[src/rtl/bridgePkg.sv]
package bridgePkg;

	// byte address as seen on both buses
	typedef logic [31:0] addr_t;

	// one data word with the same width for Hwdata, Hrdata, Pwdata and Prdata
	typedef logic [31:0] data_t;

	// one-hot peripheral select where bit n picks peripheral n
	typedef logic [2:0] sel_t;

	// AHB Htrans encoding
	typedef enum logic [1:0]
	{
		htransIdle   = 2'b00,
		htransBusy   = 2'b01,
		htransNonseq = 2'b10,
		htransSeq    = 2'b11
	} htrans_t;

	// three 64 MB windows laid out back to back from 0x8000_0000
	localparam addr_t periph0Base = 32'h8000_0000;
	localparam addr_t periph1Base = 32'h8400_0000;
	localparam addr_t periph2Base = 32'h8800_0000;
	// first address above peripheral 2
	localparam addr_t regionTop   = 32'h8C00_0000;

	// APB controller states
	typedef enum logic [2:0]
	{
		stIdle     = 3'b000,
		stWwait    = 3'b001,
		stRead     = 3'b010,
		stWrite    = 3'b011,
		stWriteP   = 3'b100,
		stREnable  = 3'b101,
		stWEnable  = 3'b110,
		stWEnableP = 3'b111
	} apbState_t;

	// address phase captured on an edge with Hreadyin high
	typedef struct packed
	{
		addr_t addr;
		logic  write;
		sel_t  sel;
	} ahbPhase_t;

	// stage 1 is plain history and stage 2 holds the transfer parked behind a stall
	typedef struct packed
	{
		addr_t addr1;
		addr_t addr2;
		data_t wdata1;
		data_t wdata2;
		logic  writeReg;
	} pipeState_t;

	// registered APB request that the top level splits onto the pins
	typedef struct packed
	{
		sel_t  sel;
		logic  enable;
		logic  write;
		addr_t addr;
		data_t wdata;
	} apbReq_t;

endpackage
[src/rtl/ahbApbBridge.sv]
`timescale 1ns/1ps

module ahbApbBridge
(
	input  logic             Hclk,
	input  logic             Hresetn,
	input  bridgePkg::addr_t Haddr,
	input  logic [1:0]       Htrans,
	input  logic             Hwrite,
	input  bridgePkg::data_t Hwdata,
	input  logic             Hreadyin,
	output logic             Hreadyout,
	output bridgePkg::data_t Hrdata,
	output logic [1:0]       Hresp,
	output bridgePkg::sel_t  Pselx,
	output logic             Penable,
	output logic             Pwrite,
	output bridgePkg::addr_t Paddr,
	output bridgePkg::data_t Pwdata,
	input  bridgePkg::data_t Prdata
);

	logic                  valid;
	bridgePkg::sel_t       tempSelx;
	bridgePkg::ahbPhase_t  phase;
	bridgePkg::pipeState_t pipe;
	bridgePkg::apbReq_t    req;

	// decode and address phase capture
	ahbSlaveInterface ahbSlaveInterface_inst
	(
		.Hclk     (Hclk),
		.Hresetn  (Hresetn),
		.Haddr    (Haddr),
		.Htrans   (bridgePkg::htrans_t'(Htrans)),
		.Hwrite   (Hwrite),
		.Hreadyin (Hreadyin),
		.valid    (valid),
		.tempSelx (tempSelx),
		.phase    (phase)
	);

	// address and write data history for back-to-back writes
	transferPipe transferPipe_inst
	(
		.Hclk     (Hclk),
		.Hresetn  (Hresetn),
		.phase    (phase),
		.Hwdata   (Hwdata),
		.Hreadyin (Hreadyin),
		.pipe     (pipe)
	);

	// APB sequencing and the AHB stall
	apbFsmController apbFsmController_inst
	(
		.Hclk      (Hclk),
		.Hresetn   (Hresetn),
		.valid     (valid),
		.Hwrite    (Hwrite),
		.Haddr     (Haddr),
		.Hwdata    (Hwdata),
		.tempSelx  (tempSelx),
		.pipe      (pipe),
		.phase     (phase),
		.req       (req),
		.Hreadyout (Hreadyout)
	);

	// APB pins straight from the registered request
	assign Pselx   = req.sel;
	assign Penable = req.enable;
	assign Pwrite  = req.write;
	assign Paddr   = req.addr;
	assign Pwdata  = req.wdata;

	// read data is valid in the enable cycle, which is when Hreadyout rises
	assign Hrdata = Prdata;

	// the bridge never signals an error so Hresp stays OKAY
	assign Hresp = 2'b00;

endmodule

[src/rtl/apbFsmController.sv]
`timescale 1ns/1ps

module apbFsmController
(
	input  logic                  Hclk,
	input  logic                  Hresetn,
	input  logic                  valid,
	input  logic                  Hwrite,
	input  bridgePkg::addr_t      Haddr,
	input  bridgePkg::data_t      Hwdata,
	input  bridgePkg::sel_t       tempSelx,
	input  bridgePkg::pipeState_t pipe,
	input  bridgePkg::ahbPhase_t  phase,
	output bridgePkg::apbReq_t    req,
	output logic                  Hreadyout
);

	bridgePkg::apbState_t presentState;
	bridgePkg::apbState_t nextState;

	// values the output registers take on the next edge
	bridgePkg::apbReq_t nextReq;
	logic               nextReady;

	always_ff @(posedge Hclk)
	begin
		if (!Hresetn)
		begin
			presentState <= bridgePkg::stIdle;
		end
		else
		begin
			presentState <= nextState;
		end
	end

	// transition rules on valid, Hwrite and the registered write flag
	always_comb
	begin
		nextState = bridgePkg::stIdle;
		case (presentState)
			// the bus is free in these three, so they all dispatch the same way
			bridgePkg::stIdle,
			bridgePkg::stREnable,
			bridgePkg::stWEnable:
			begin
				if (!valid)
				begin
					nextState = bridgePkg::stIdle;
				end
				else if (Hwrite)
				begin
					nextState = bridgePkg::stWwait;
				end
				else
				begin
					nextState = bridgePkg::stRead;
				end
			end
			// a transfer arriving during the wait is parked behind this write
			bridgePkg::stWwait:
			begin
				if (!valid)
				begin
					nextState = bridgePkg::stWrite;
				end
				else
				begin
					nextState = bridgePkg::stWriteP;
				end
			end
			bridgePkg::stRead:
			begin
				nextState = bridgePkg::stREnable;
			end
			bridgePkg::stWrite:
			begin
				if (!valid)
				begin
					nextState = bridgePkg::stWEnable;
				end
				else
				begin
					nextState = bridgePkg::stWEnableP;
				end
			end
			bridgePkg::stWriteP:
			begin
				nextState = bridgePkg::stWEnableP;
			end
			// writeReg says whether the parked transfer is a write or a read
			bridgePkg::stWEnableP:
			begin
				if (!valid && pipe.writeReg)
				begin
					nextState = bridgePkg::stWrite;
				end
				else if (valid && pipe.writeReg)
				begin
					nextState = bridgePkg::stWriteP;
				end
				else
				begin
					nextState = bridgePkg::stRead;
				end
			end
			default:
			begin
				nextState = bridgePkg::stIdle;
			end
		endcase
	end

	// next-output logic
	// anything a state leaves alone keeps its registered value, which keeps
	// Pselx, Paddr, Pwrite and Pwdata steady from setup through enable
	always_comb
	begin
		nextReq   = req;
		nextReady = Hreadyout;
		case (presentState)
			bridgePkg::stIdle,
			bridgePkg::stREnable,
			bridgePkg::stWEnable:
			begin
				if (valid && !Hwrite)
				begin
					// a read goes straight to setup from the live address phase
					// and Hreadyout drops so its data phase waits for Prdata
					nextReq.addr   = Haddr;
					nextReq.write  = 1'b0;
					nextReq.sel    = tempSelx;
					nextReq.enable = 1'b0;
					nextReady      = 1'b0;
				end
				else
				begin
					// idle or a write that first needs its data beat
					// the write data phase completes at once and the beat is taken in WWAIT
					nextReq.sel    = '0;
					nextReq.enable = 1'b0;
					nextReady      = 1'b1;
				end
			end
			bridgePkg::stWwait:
			begin
				// data beat is on Hwdata now
				// address and select come from the captured phase, since the live
				// decode may already show the next transfer
				nextReq.addr   = phase.addr;
				nextReq.write  = 1'b1;
				nextReq.sel    = phase.sel;
				nextReq.wdata  = Hwdata;
				nextReq.enable = 1'b0;
				nextReady      = 1'b0;
			end
			bridgePkg::stRead,
			bridgePkg::stWrite:
			begin
				// enable cycle follows, so the AHB data phase may finish with it
				nextReq.enable = 1'b1;
				nextReady      = 1'b1;
			end
			bridgePkg::stWriteP:
			begin
				// phase now holds the parked transfer
				// a parked write may finish its data phase during the enable cycle
				// while a parked read must keep waiting for its own APB access
				nextReq.enable = 1'b1;
				nextReady      = phase.write;
			end
			bridgePkg::stWEnableP:
			begin
				// set up the parked transfer from the second pipe stage
				nextReq.addr   = pipe.addr2;
				nextReq.write  = pipe.writeReg;
				nextReq.sel    = phase.sel;
				nextReq.wdata  = pipe.wdata2;
				nextReq.enable = 1'b0;
				nextReady      = 1'b0;
			end
			default:
			begin
				nextReq.sel    = '0;
				nextReq.enable = 1'b0;
				nextReady      = 1'b1;
			end
		endcase
	end

	// registered outputs go low or zero out of reset
	always_ff @(posedge Hclk)
	begin
		if (!Hresetn)
		begin
			req       <= '0;
			Hreadyout <= 1'b0;
		end
		else
		begin
			req       <= nextReq;
			Hreadyout <= nextReady;
		end
	end

endmodule

[src/rtl/transferPipe.sv]
`timescale 1ns/1ps

module transferPipe
(
	input  logic                  Hclk,
	input  logic                  Hresetn,
	input  bridgePkg::ahbPhase_t  phase,
	input  bridgePkg::data_t      Hwdata,
	input  logic                  Hreadyin,
	output bridgePkg::pipeState_t pipe
);

	bridgePkg::addr_t addrStage1;
	bridgePkg::addr_t addrStage2;
	bridgePkg::data_t beatStage1;
	bridgePkg::data_t beatStage2;
	logic             writeFlag;

	// first stage is one cycle of history behind the phase register and the
	// write data bus, so the beat lands here a cycle after its address phase
	// second stage follows the first while the bus is moving
	// when the bridge holds Hreadyout low the master parks the next transfer
	// on the bus, and the second stage captures that parked address and beat
	// directly so WENABLEP can set it up without waiting for the first stage
	always_ff @(posedge Hclk)
	begin
		addrStage1 <= phase.addr;
		beatStage1 <= Hwdata;
		if (Hreadyin)
		begin
			addrStage2 <= addrStage1;
			beatStage2 <= beatStage1;
		end
		else
		begin
			addrStage2 <= phase.addr;
			beatStage2 <= Hwdata;
		end
	end

	// direction of the parked transfer
	// in WENABLEP this picks WRITE/WRITEP against READ
	always_ff @(posedge Hclk)
	begin
		if (!Hresetn)
		begin
			writeFlag <= 1'b0;
		end
		else
		begin
			writeFlag <= phase.write;
		end
	end

	assign pipe = '{
		addr1:    addrStage1,
		addr2:    addrStage2,
		wdata1:   beatStage1,
		wdata2:   beatStage2,
		writeReg: writeFlag
	};

endmodule

[src/rtl/ahbSlaveInterface.sv]
`timescale 1ns/1ps

module ahbSlaveInterface
(
	input  logic                 Hclk,
	input  logic                 Hresetn,
	input  bridgePkg::addr_t     Haddr,
	input  bridgePkg::htrans_t   Htrans,
	input  logic                 Hwrite,
	input  logic                 Hreadyin,
	output logic                 valid,
	output bridgePkg::sel_t      tempSelx,
	output bridgePkg::ahbPhase_t phase
);

	// the transfer type asks for a bus access
	logic transActive;
	// the address falls inside one of the three windows
	logic inRegion;

	// region decode straight off the address bus in the same cycle
	// each window is compared on both ends so the map stays explicit
	always_comb
	begin
		tempSelx = '0;
		if ((Haddr >= bridgePkg::periph0Base) && (Haddr < bridgePkg::periph1Base))
		begin
			tempSelx = 3'b001;
		end
		else if ((Haddr >= bridgePkg::periph1Base) && (Haddr < bridgePkg::periph2Base))
		begin
			tempSelx = 3'b010;
		end
		else if ((Haddr >= bridgePkg::periph2Base) && (Haddr < bridgePkg::regionTop))
		begin
			tempSelx = 3'b100;
		end
	end

	// IDLE and BUSY carry no access and only NONSEQ and SEQ do
	assign transActive = (Htrans == bridgePkg::htransNonseq) ||
		(Htrans == bridgePkg::htransSeq);

	// an address outside every window decodes to an all-zero select
	assign inRegion = |tempSelx;

	// a transfer counts only when the previous data phase is finishing,
	// otherwise the master is still holding its address phase
	assign valid = Hreadyin && transActive && inRegion;

	// capture the address phase whenever the bus moves on
	// while Hreadyin is low the master holds its phase and so do we
	// the write stage and the enable-stage setup read sel from here because the
	// live decode already belongs to the next transfer by then
	always_ff @(posedge Hclk)
	begin
		if (!Hresetn)
		begin
			phase <= '0;
		end
		else if (Hreadyin)
		begin
			phase.addr  <= Haddr;
			phase.write <= Hwrite;
			phase.sel   <= tempSelx;
		end
	end

endmodule

[config.mk]
export PLATFORM = sky130hd
export DESIGN_NAME = ahbApbBridge
export DESIGN_NICKNAME = d
export VERILOG_FILES = /design/src/rtl/bridgePkg.sv /design/src/rtl/ahbApbBridge.sv /design/src/rtl/apbFsmController.sv /design/src/rtl/transferPipe.sv /design/src/rtl/ahbSlaveInterface.sv
export SDC_FILE = /design/constraint.sdc
export NUM_CORES = 1
export LEC_CHECK = 0
export BUFFER_PORTS_ARGS = -buffer_cell sky130_fd_sc_hd__buf_2
export CAP_MARGIN = 20
export CORE_ASPECT_RATIO = 1.25
export CORE_MARGIN = 4
export CORE_UTILIZATION = 38
export CTS_CLUSTER_SIZE = 8
export DETAILED_ROUTE_END_ITERATION = 10
export SLEW_MARGIN = 5
export SYNTH_ARGS = -nofsm -noshare
export SYNTH_HDL_FRONTEND = slang
export SYNTH_HIERARCHICAL = 1
export SYNTH_SLANG_ARGS = --single-unit
[constraint.sdc]
create_clock -name Hclk -period 3.2 [get_ports Hclk]
set_clock_uncertainty 0.05 [all_clocks]
set_input_delay 0.16 -clock Hclk [delete_from_list [all_inputs] [get_ports Hclk]]
set_output_delay 0.16 -clock Hclk [all_outputs]
set_load 0.05 [all_outputs]
After elaboration in Yosys (flattened, before gate mapping). Cells that the tools add are included.

Magnitude comparators: 6. Eq/ne operators: 10. Muxes and demuxes: 20. Reduce and logical (&&, ||, !) cells: 21.

Operators with widths (count): $pmux W33 S3 (1); $ge A32 B32 Y1 const B (3); $lt A32 B32 Y1 const B (3); $mux W32 (2); $pmux W32 S2 (1); $mux W33 (1); $mux W3 (7); $pmux W3 S6 (1); $eq A3 B3 Y1 const B (4); $reduce_or A3 Y1 (3); $logic_and A1 B1 Y1 (8); $eq A3 B2 Y1 const B (2); $pmux W3 S2 (1); $eq A2 B2 Y1 const B (2); $mux W4 (1); $pmux W1 S4 (1); $reduce_bool A2 Y1 (2); $reduce_or A2 Y1 (2); $eq A3 B1 Y1 const B (1); $logic_not A3 Y1 (1); $pmux W1 S3 (1); $reduce_bool A3 Y1 (1); $logic_not A1 Y1 (2); $mux W1 (2); other kinds (4) (4).

Register bits after elaboration: 238. Bits of input ports: 102. Output and inout bits: 104. Word-level logic and storage cells: 72.

Depth between registers and ports, before layout. Gate-level depths: netlist (run 1).

Word-level depth: 11. Mapped depth: 10. Mapped depth without buffers: 6.

Cells and area by module. Netlist (run 1), hierarchy kept.

By module, submodules not included: apbFsmController (instances 1, cells each 469, area an instance 3941.3 µm², seq. area each 1461.4 µm²); transferPipe (instances 1, cells each 202, area an instance 3673.5 µm², seq. area each 2582.5 µm²); ahbSlaveInterface (instances 1, cells each 127, area an instance 1432.6 µm², seq. area each 720.7 µm²); ahbApbBridge (instances 1, cells each 35, area an instance 259.0 µm², seq. area each 0.0 µm²).

Least setup slack after synthesis (run 1). OpenSTA, ideal clock, no wires.

Path kind: input to register. Start point: input port Haddr[29]. End point: register, netlist name apbFsmController_inst/req[34]. Library setup time: 117 ps. Data arrival time: 2041 ps. Data required time: 3033 ps. Setup slack: 992 ps. Cell stages on the path: 9. Path buffers: 3. Path through: or4b_4 -> buf_6 -> a211oi_2 -> and2b_1 -> buf_4 -> a21oi_2 -> o21a_2 -> buf_2 -> a32o_1.

Cells in the longest elaborated chain, start to end: 10. Elaborated cells between the ends (all ways): 17. Those cells by class: order compare: 6; eq/ne: 1; mux: 3; reduce/logical: 7.

Ends and longest elaborated chain: start, declared (line ahbApbBridge.sv:7) `input bridgePkg::addr_t Haddr,`; $ge A32 B32 Y1 or $lt A32 B32 Y1 (tied branches) (line ahbSlaveInterface.sv:34) `else if ((Haddr >= bridgePkg::periph2Base) && (Haddr < bridgePkg::regionTop))`; $logic_and A1 B1 Y1 (line ahbSlaveInterface.sv:34); $mux W3 (line ahbSlaveInterface.sv:34); $mux W3 (line ahbSlaveInterface.sv:30) `else if ((Haddr >= bridgePkg::periph1Base) && (Haddr < bridgePkg::periph2Base))`; $mux W3 * (line ahbSlaveInterface.sv:26) `if ((Haddr >= bridgePkg::periph0Base) && (Haddr < bridgePkg::periph1Base))`; $reduce_or A3 Y1 * (line ahbSlaveInterface.sv:45) `assign inRegion = |tempSelx;`; $logic_and A1 B1 Y1 * (line ahbSlaveInterface.sv:49) `assign valid = Hreadyin && transActive && inRegion;`; net valid (line ahbApbBridge.sv:23) `logic valid;`; $logic_and A1 B1 Y1 * (line apbFsmController.sv:126) `if (valid && !Hwrite)`; $ne A2 B1 Y1 (no source line) *; $reduce_and A2 Y1 (no source line) *.

The timed path passes the listed nets; every way through them passes the cells marked *. A chain may end at the register's enable or synchronous reset.

Worst setup path after layout (run 1).
Start point: input port Haddr[29]. End point: register, netlist name apbFsmController_inst/req[43].

Cells in the longest elaborated chain, start to end: 10. Elaborated cells between the ends (all ways): 17. Those cells by class: order compare: 6; eq/ne: 1; mux: 3; reduce/logical: 7.

Ends and longest elaborated chain (line): $ge A32 B32 Y1 or $lt A32 B32 Y1 (tied branches) (ahbSlaveInterface.sv:34); $logic_and A1 B1 Y1 (ahbSlaveInterface.sv:34); $mux W3 (ahbSlaveInterface.sv:34); $mux W3 (ahbSlaveInterface.sv:30); $mux W3 * (ahbSlaveInterface.sv:26); $reduce_or A3 Y1 * (ahbSlaveInterface.sv:45); $logic_and A1 B1 Y1 * (ahbSlaveInterface.sv:49); net valid (ahbApbBridge.sv:23); $logic_and A1 B1 Y1 * (apbFsmController.sv:126); $ne A2 B1 Y1 (no source line) *; $reduce_and A2 Y1 (no source line) *.

Marked as above.

==> results.md, run 1 <==
* Status: complete, no violations
* Hold buffer count at CTS at 68
* Yosys reg bits at 238
* Multi-input logic area at 3820 um^2
* Gr usage total at 0.156
* # IOs at 206
* FILL cells at 2205
* Final min period at 2780 ps
* Internal power at 6410 uW
* Hold Vio Cnt, Final at 0
* DRT Wirelength at 21500 um
* Unrepaired setup endpoints after global routing: no
* Synth area leaders: dfxtp_1, mux2_4, mux2i_1
* Hold Path Class: in -> reg
* Fmax at 0.360 GHz
* Largest net degree at the start of global routing at 69
* 1st-iter DRT viols at 257
* Initial antenna violation count at 0
* Remaining Overflow, GRT at 0
* Post-synth top cells: dfxtp_1, nand2_1, mux2i_1
* Top-count cell post-synth: dfxtp_1
* Setup slack, reg-to-reg at 1160 ps
* Cell area power density at 889 nW/um^2
* Post-CTS Resized at 0
* Via-per-instance ratio at 4.98
* Met3 Track Usage GR at 0.0400
* Asr flop ratio synth at 0
* Slew margin rel. at 0.462
* CP Capture Type: flip-flop
* R2R depth at 6
* Vias in the first global route at 6710
* Pwr Total at 10200 uW
* Layout cells sized above 1 at 0.273
* Yosys top cell by area: dfxtp_1
* Final setup fails at 0
* Sequential fraction of the synthesis area at 0.512
* Top-area cell type share of the netlist area at 0.512
* Placer Congestion at 0.761
* Area Overhead vs Synth at 22.9%
* FF-to-FF End: apbFsmController_inst/req[33]
* Critical path class: in -> reg
* Slew Viols, Final at 0
* Logic pwr share at 0.319
* Critical path cell sequence: dlygate4sd3_1 > buf_2 > or4b_4 > a211oi_2 > and2b_1 > a21oi_2 > o21a_2 > a32o_1
* Post-DP HPWL at 12500 um
* Routed Antenna Nets at 0
* Startpoint types: input port
* CTS tree: done
* Met1 Resource Use GR at 0.186
* Total CTS buffers at 35
* Core area at 23900 um^2
* Post-CTS Setup Bufs at 0
* Syn Inst Count at 833
* Worst Path Required at 3540 ps
* Worst Setup SP: Haddr[29]
* Final period util at 0.869
* Slew @ Worst Pin at 807 ps
* Residual DRC at 0
* Die area at 27100 um^2
* Max-cap viol count at 0
* Clock Latency Late Sink at 500 ps
* Detailed-router iteration count before antenna repair at 4
* Share of power burned in registers at 0.366
* Cell Area, Synth at 9310 um^2
* EDFF count, synth at 0
* Starting Density at 0.390
* CTS clock-pin slew for the worst setup and hold paths at 50 ps
* Die Ht at 183 um
* Clock network power share at 0.314
* Global-route wire length before repair at 34700 um
* # diodes at 0
* Worst path arrival time at 3120 ps
* Switch Pwr at 3760 uW
* DIE WIDTH at 148 um
* H-tree depth at 2
* Static Leak at 0.00544 uW
* Worst-path maximum fanout at 32
* IO buf count at 138
* Vias at 6563
* Reg area at 4770 um^2
* Warnings from Yosys at 6
* Maximum clock insertion buffer count at 3
* CTS sink cnt at 238
* Max rail drop VDD at 0.512 mV
* Cell row count at 63
* Worst path slowest cell: or4b_4
* Distinct cells, synth at 48
* Clock root cell: clkbuf_16
* Mean Syn Cell Area at 11.2 um^2
* Worst r2r src: apbFsmController_inst/presentState[2]
* Gr busiest metal: met2
* Post-Route Setup TNS at 0 ps
* CP peak stage delay at 610 ps
* Post-DR wirelength/cell at 16.3 um
* Switching Share at 0.369
* Met2 usage at 0.273
* Top FF cell, synth: dfxtp_1
* NumNets Final at 1091
* Crit path to: apbFsmController_inst/req[43]
==> power groups by stage <==
stage | clock network, uW | logic (uW) | registers, uW
global route | 3420 | 3500 | 3780
floorplan | 0 | 1730 | 4640
detailed placement | 0 | 3200 | 3780
global placement | 0 | 3180 | 3770
CTS | 3290 | 3280 | 3730
finish | 3200 | 3250 | 3730
==> layout make-up <==
type / count / area share
inverter: 1 / 0.000328
clock inverter: 2 / 0.00219
multi-input combinational: 491 / 0.334
timing repair buffer: 222 / 0.132
tap: 325 / 0.0355
clock buffer: 38 / 0.0794
sequential: 238 / 0.417
==> flip-flops by register name (all words and copies together), names as in the netlist <==
register                            flops
transferPipe_inst/writeFlag             1
apbFsmController_inst/req              69
apbFsmController_inst/Hreadyout         1
apbFsmController_inst/presentState      3
transferPipe_inst/addrStage1           32
ahbSlaveInterface_inst/phase           36
transferPipe_inst/beatStage1           32
transferPipe_inst/addrStage2           32
transferPipe_inst/beatStage2           32
==> cell usage in the layout (no fill, tap or decap), types with 3 or more instances in the layout <==
cell,n
o211a_1,32
o22ai_1,32
a32o_1,32
buf_2,137
dfxtp_1,235
dlygate4sd3_1,68
buf_4,15
mux2_4,60
nand3_1,6
mux2i_1,65
clkbuf_16,36
nor2_1,33
nand2_1,74
nand3b_1,4
nor3_1,34
mux2_2,4
dfxtp_2,3
o21ai_1,4
a21oi_1,32
o21ai_0,8
a31oi_1,3
nor2b_1,35
==> layer usage <==
layer	wire [um]	vias up
met1	9280	3113
li1	-	3222
met4	460	0
met5	0	-
met3	1180	48
met2	10600	180
==> critical path: cells and delay by family <==
kind	cells	cell delay [ps]
and+or+nand+nor	2	940
AOI/OAI and AO/OA	4	1300
buffers and inverters	2	690
==> how the worst min path moves through the flow <==
stage	start	to	slack, ps	depth (start not counted)
floorplan	Hwdata[0]	transferPipe_inst/beatStage1[0]	140	0
detailed placement	Hwdata[27]	transferPipe_inst/beatStage1[27]	240	1
global placement	Hwdata[27]	transferPipe_inst/beatStage1[27]	240	1
global route	Hreadyin	transferPipe_inst/addrStage2[18]	100	2
CTS	Hreadyin	transferPipe_inst/addrStage2[12]	90	2
finish	Hreadyin	transferPipe_inst/addrStage2[13]	100	2
==> logic make-up after synthesis <==
logic type | Yosys count | share of synthesized area
flip-flops | 238 | 0.512
multiplexers | 129 | 0.172
AND/OR/NAND/NOR | 203 | 0.109
XOR/XNOR | 2 | 0.00188
AO/OA/AOI/OAI | 155 | 0.127
buffers and inverters | 105 | 0.0784
other | 1 | 0.000403
==> per-stage QoR <==
| stage | util | hold WS, ps | instances | cell area (um^2) | setup slack (ps) |
|---|---|---|---|---|---|
| global route | 0.479 | 96.4 | 1317 | 11400 | 260 |
| floorplan | - | 138 | 834 | 9310 | 992 |
| CTS | 0.479 | 88.1 | 1317 | 11400 | 429 |
| finish | 0.479 | 96.7 | 1317 | 11400 | 419 |
| detailed placement | 0.411 | 242 | 1209 | 9830 | 471 |
| global placement | 0.411 | 240 | 1209 | 9830 | 499 |
No activity file was read; power rests on OpenSTA's default activity.
==> run 2: changes to the inputs <==
--- a/config.mk
+++ b/config.mk
@@ -7,11 +7,14 @@
 export LEC_CHECK = 0
 export BUFFER_PORTS_ARGS = -buffer_cell sky130_fd_sc_hd__buf_2
 export CAP_MARGIN = 20
+export CELL_PAD_IN_SITES_DETAIL_PLACEMENT = 0
+export CELL_PAD_IN_SITES_GLOBAL_PLACEMENT = 1
 export CORE_ASPECT_RATIO = 1.25
 export CORE_MARGIN = 4
 export CORE_UTILIZATION = 38
 export CTS_CLUSTER_SIZE = 8
 export DETAILED_ROUTE_END_ITERATION = 10
+export PLACE_DENSITY_LB_ADDON = 0.1
 export SLEW_MARGIN = 5
 export SYNTH_ARGS = -nofsm -noshare
 export SYNTH_HDL_FRONTEND = slang
==> results.md, run 2 (synthesis gave the netlist of run 1 again) <==
* 1st-iter DRT viols at 308
* DR WL met3 at 1370 um
* IO buf count at 138
* CP Capture Type: flip-flop
* Dpl cell area at 9810 um^2
* Die area at 27100 um^2
* Number of flip-flops under the largest register name at 69
* Final min period at 2830 ps
* Total CTS buffers at 35
* Detailed-router iteration count before antenna repair at 4
* Register name with the most flops: apbFsmController_inst/req
* Clock Latency Late Sink at 490 ps
* Max rail drop VDD at 0.509 mV
* Cell area power density at 898 nW/um^2
* CTS sink cnt at 238
* Critical path class: in -> reg
* Post-DP HPWL at 13300 um
* Most frequent cells in the layout: dfxtp_1, buf_2, nand2_1, mux2i_1, dlygate4sd3_1
* Slew margin rel. at 0.416
* Routed Antenna Nets at 0
* Status: complete, no violations
* Gr usage total at 0.166
* Max-cap viol count at 0
* Final setup fails at 0
* Post-DR wirelength/cell at 17.4 um
* Commonest non-fill, non-tap cell in the layout: dfxtp_1
* CP peak stage delay at 610 ps
* Core area at 23900 um^2
* CTS tree: done
* # IOs at 206
* Worst r2r src: apbFsmController_inst/presentState[2]
* Worst Setup SP: Haddr[29]
* Worst Path Required at 3530 ps
* Post-CTS Resized at 0
* Met1 Wirelength at 9840 um
* Residual DRC at 0
* Uppermost layer routed: met5
* Maximum clock insertion buffer count at 3
* Remaining Overflow, GRT at 0
* DRT Wirelength at 22800 um
* Via-per-instance ratio at 5.10
* H-tree depth at 2
* Area Overhead vs Synth at 22.4%
* Met2 Wirelength at 11000 um
* Fmax at 0.354 GHz
* Design area at 11400 um^2
* Initial antenna violation count at 2
* Family with the most delay on the worst path: compound AO/OA/AOI/OAI gates
* Worst path slowest cell: or4b_4
* Startpoint types: input port
* Slew Viols, Final at 0
* Hold Path Origin: Haddr[26]
* Starting Density at 0.390
* CTS clock-pin slew for the worst setup and hold paths at 50 ps
* Cell row count at 63
* Placer Congestion at 0.729
* Global-route wire length before repair at 36800 um
* Vias at 6671
* Slew @ Worst Pin at 876 ps
* Post-CTS Setup Bufs at 0
* Static Leak at 0.00541 uW
* Hold Path Class: in -> reg
* Largest net degree at the start of global routing at 72
* Post-Route Setup TNS at 0 ps
* DIE WIDTH at 148 um
* Largest regs: apbFsmController_inst/req (69), ahbSlaveInterface_inst/phase (36)
* Clock root cell: clkbuf_16
* Buf/Inv on CP at 2
* Die Ht at 183 um
* Worst path arrival time at 3150 ps
* Unrepaired setup endpoints after global routing: no
* Worst-path maximum fanout at 32
* Layout cells sized above 1 at 0.272
* Min Hold Slack at 40.5 ps
* Vias in the first global route at 6986
* Critical path cell sequence: dlygate4sd3_1 > buf_2 > or4b_4 > a211oi_2 > and2b_1 > a21oi_2 > o21a_2 > a32o_1
* Final core utilization at 0.477
* NumNets Final at 1083
* Hold Vio Cnt, Final at 0
* Final period util at 0.883
==> run 2: layer usage <==
layer  track usage  up-vias
li1              -     3203
met1         0.198     3210
met2         0.289      198
met3        0.0430       58
met4        0.0591        2
met5             0        -
==> run 2: worst min-delay path, cell delays in order <==
cell      delay (ps)
buf_2            170
nand4b_1         120
o21ai_1           70
==> run 2: worst paths after layout <==
kind	to	slack, ps	cells past startpoint
max reg2reg	apbFsmController_inst/req[39]	920	6
min	ahbSlaveInterface_inst/phase[1]	40	3
min reg2reg	transferPipe_inst/addrStage1[25]	330	0
max	apbFsmController_inst/req[49]	370	8
==> run 2: power breakdown <==
group          switching (uW)  internal (uW)
clock network            1180           2030
registers                 319           3420
logic                    2270           1000
total                    3770           6460
==> run 2: final cells by class <==
| cell class | count | area, um^2 |
|---|---|---|
| Tap cell | 325 | 407 |
| Inverter | 1 | 3.75 |
| Sequential cell | 238 | 4770 |
| Timing Repair Buffer | 214 | 1450 |
| Fill cell | 2226 | 12500 |
| Antenna cell | 1 | 2.50 |
| Multi-Input combinational cell | 491 | 3820 |
| Clock buffer | 38 | 940 |
==> run 2: what timing repair did <==
item | 4_1_cts | 5_1_grt
setup endpoints to repair | 0 | 0
hold buffers | 64 | 0
hold endpoints to repair | 119 | 0
==> run 2: stage by stage <==
| stage | instances | setup slack, ps | power (uW) |
|---|---|---|---|
| global route | 1308 | 272 | 10800 |
| finish | 1308 | 374 | 10200 |
| global placement | 1205 | 460 | 6960 |
| CTS | 1307 | 384 | 10400 |
| floorplan | 834 | 992 | 6360 |
| detailed placement | 1205 | 429 | 7030 |
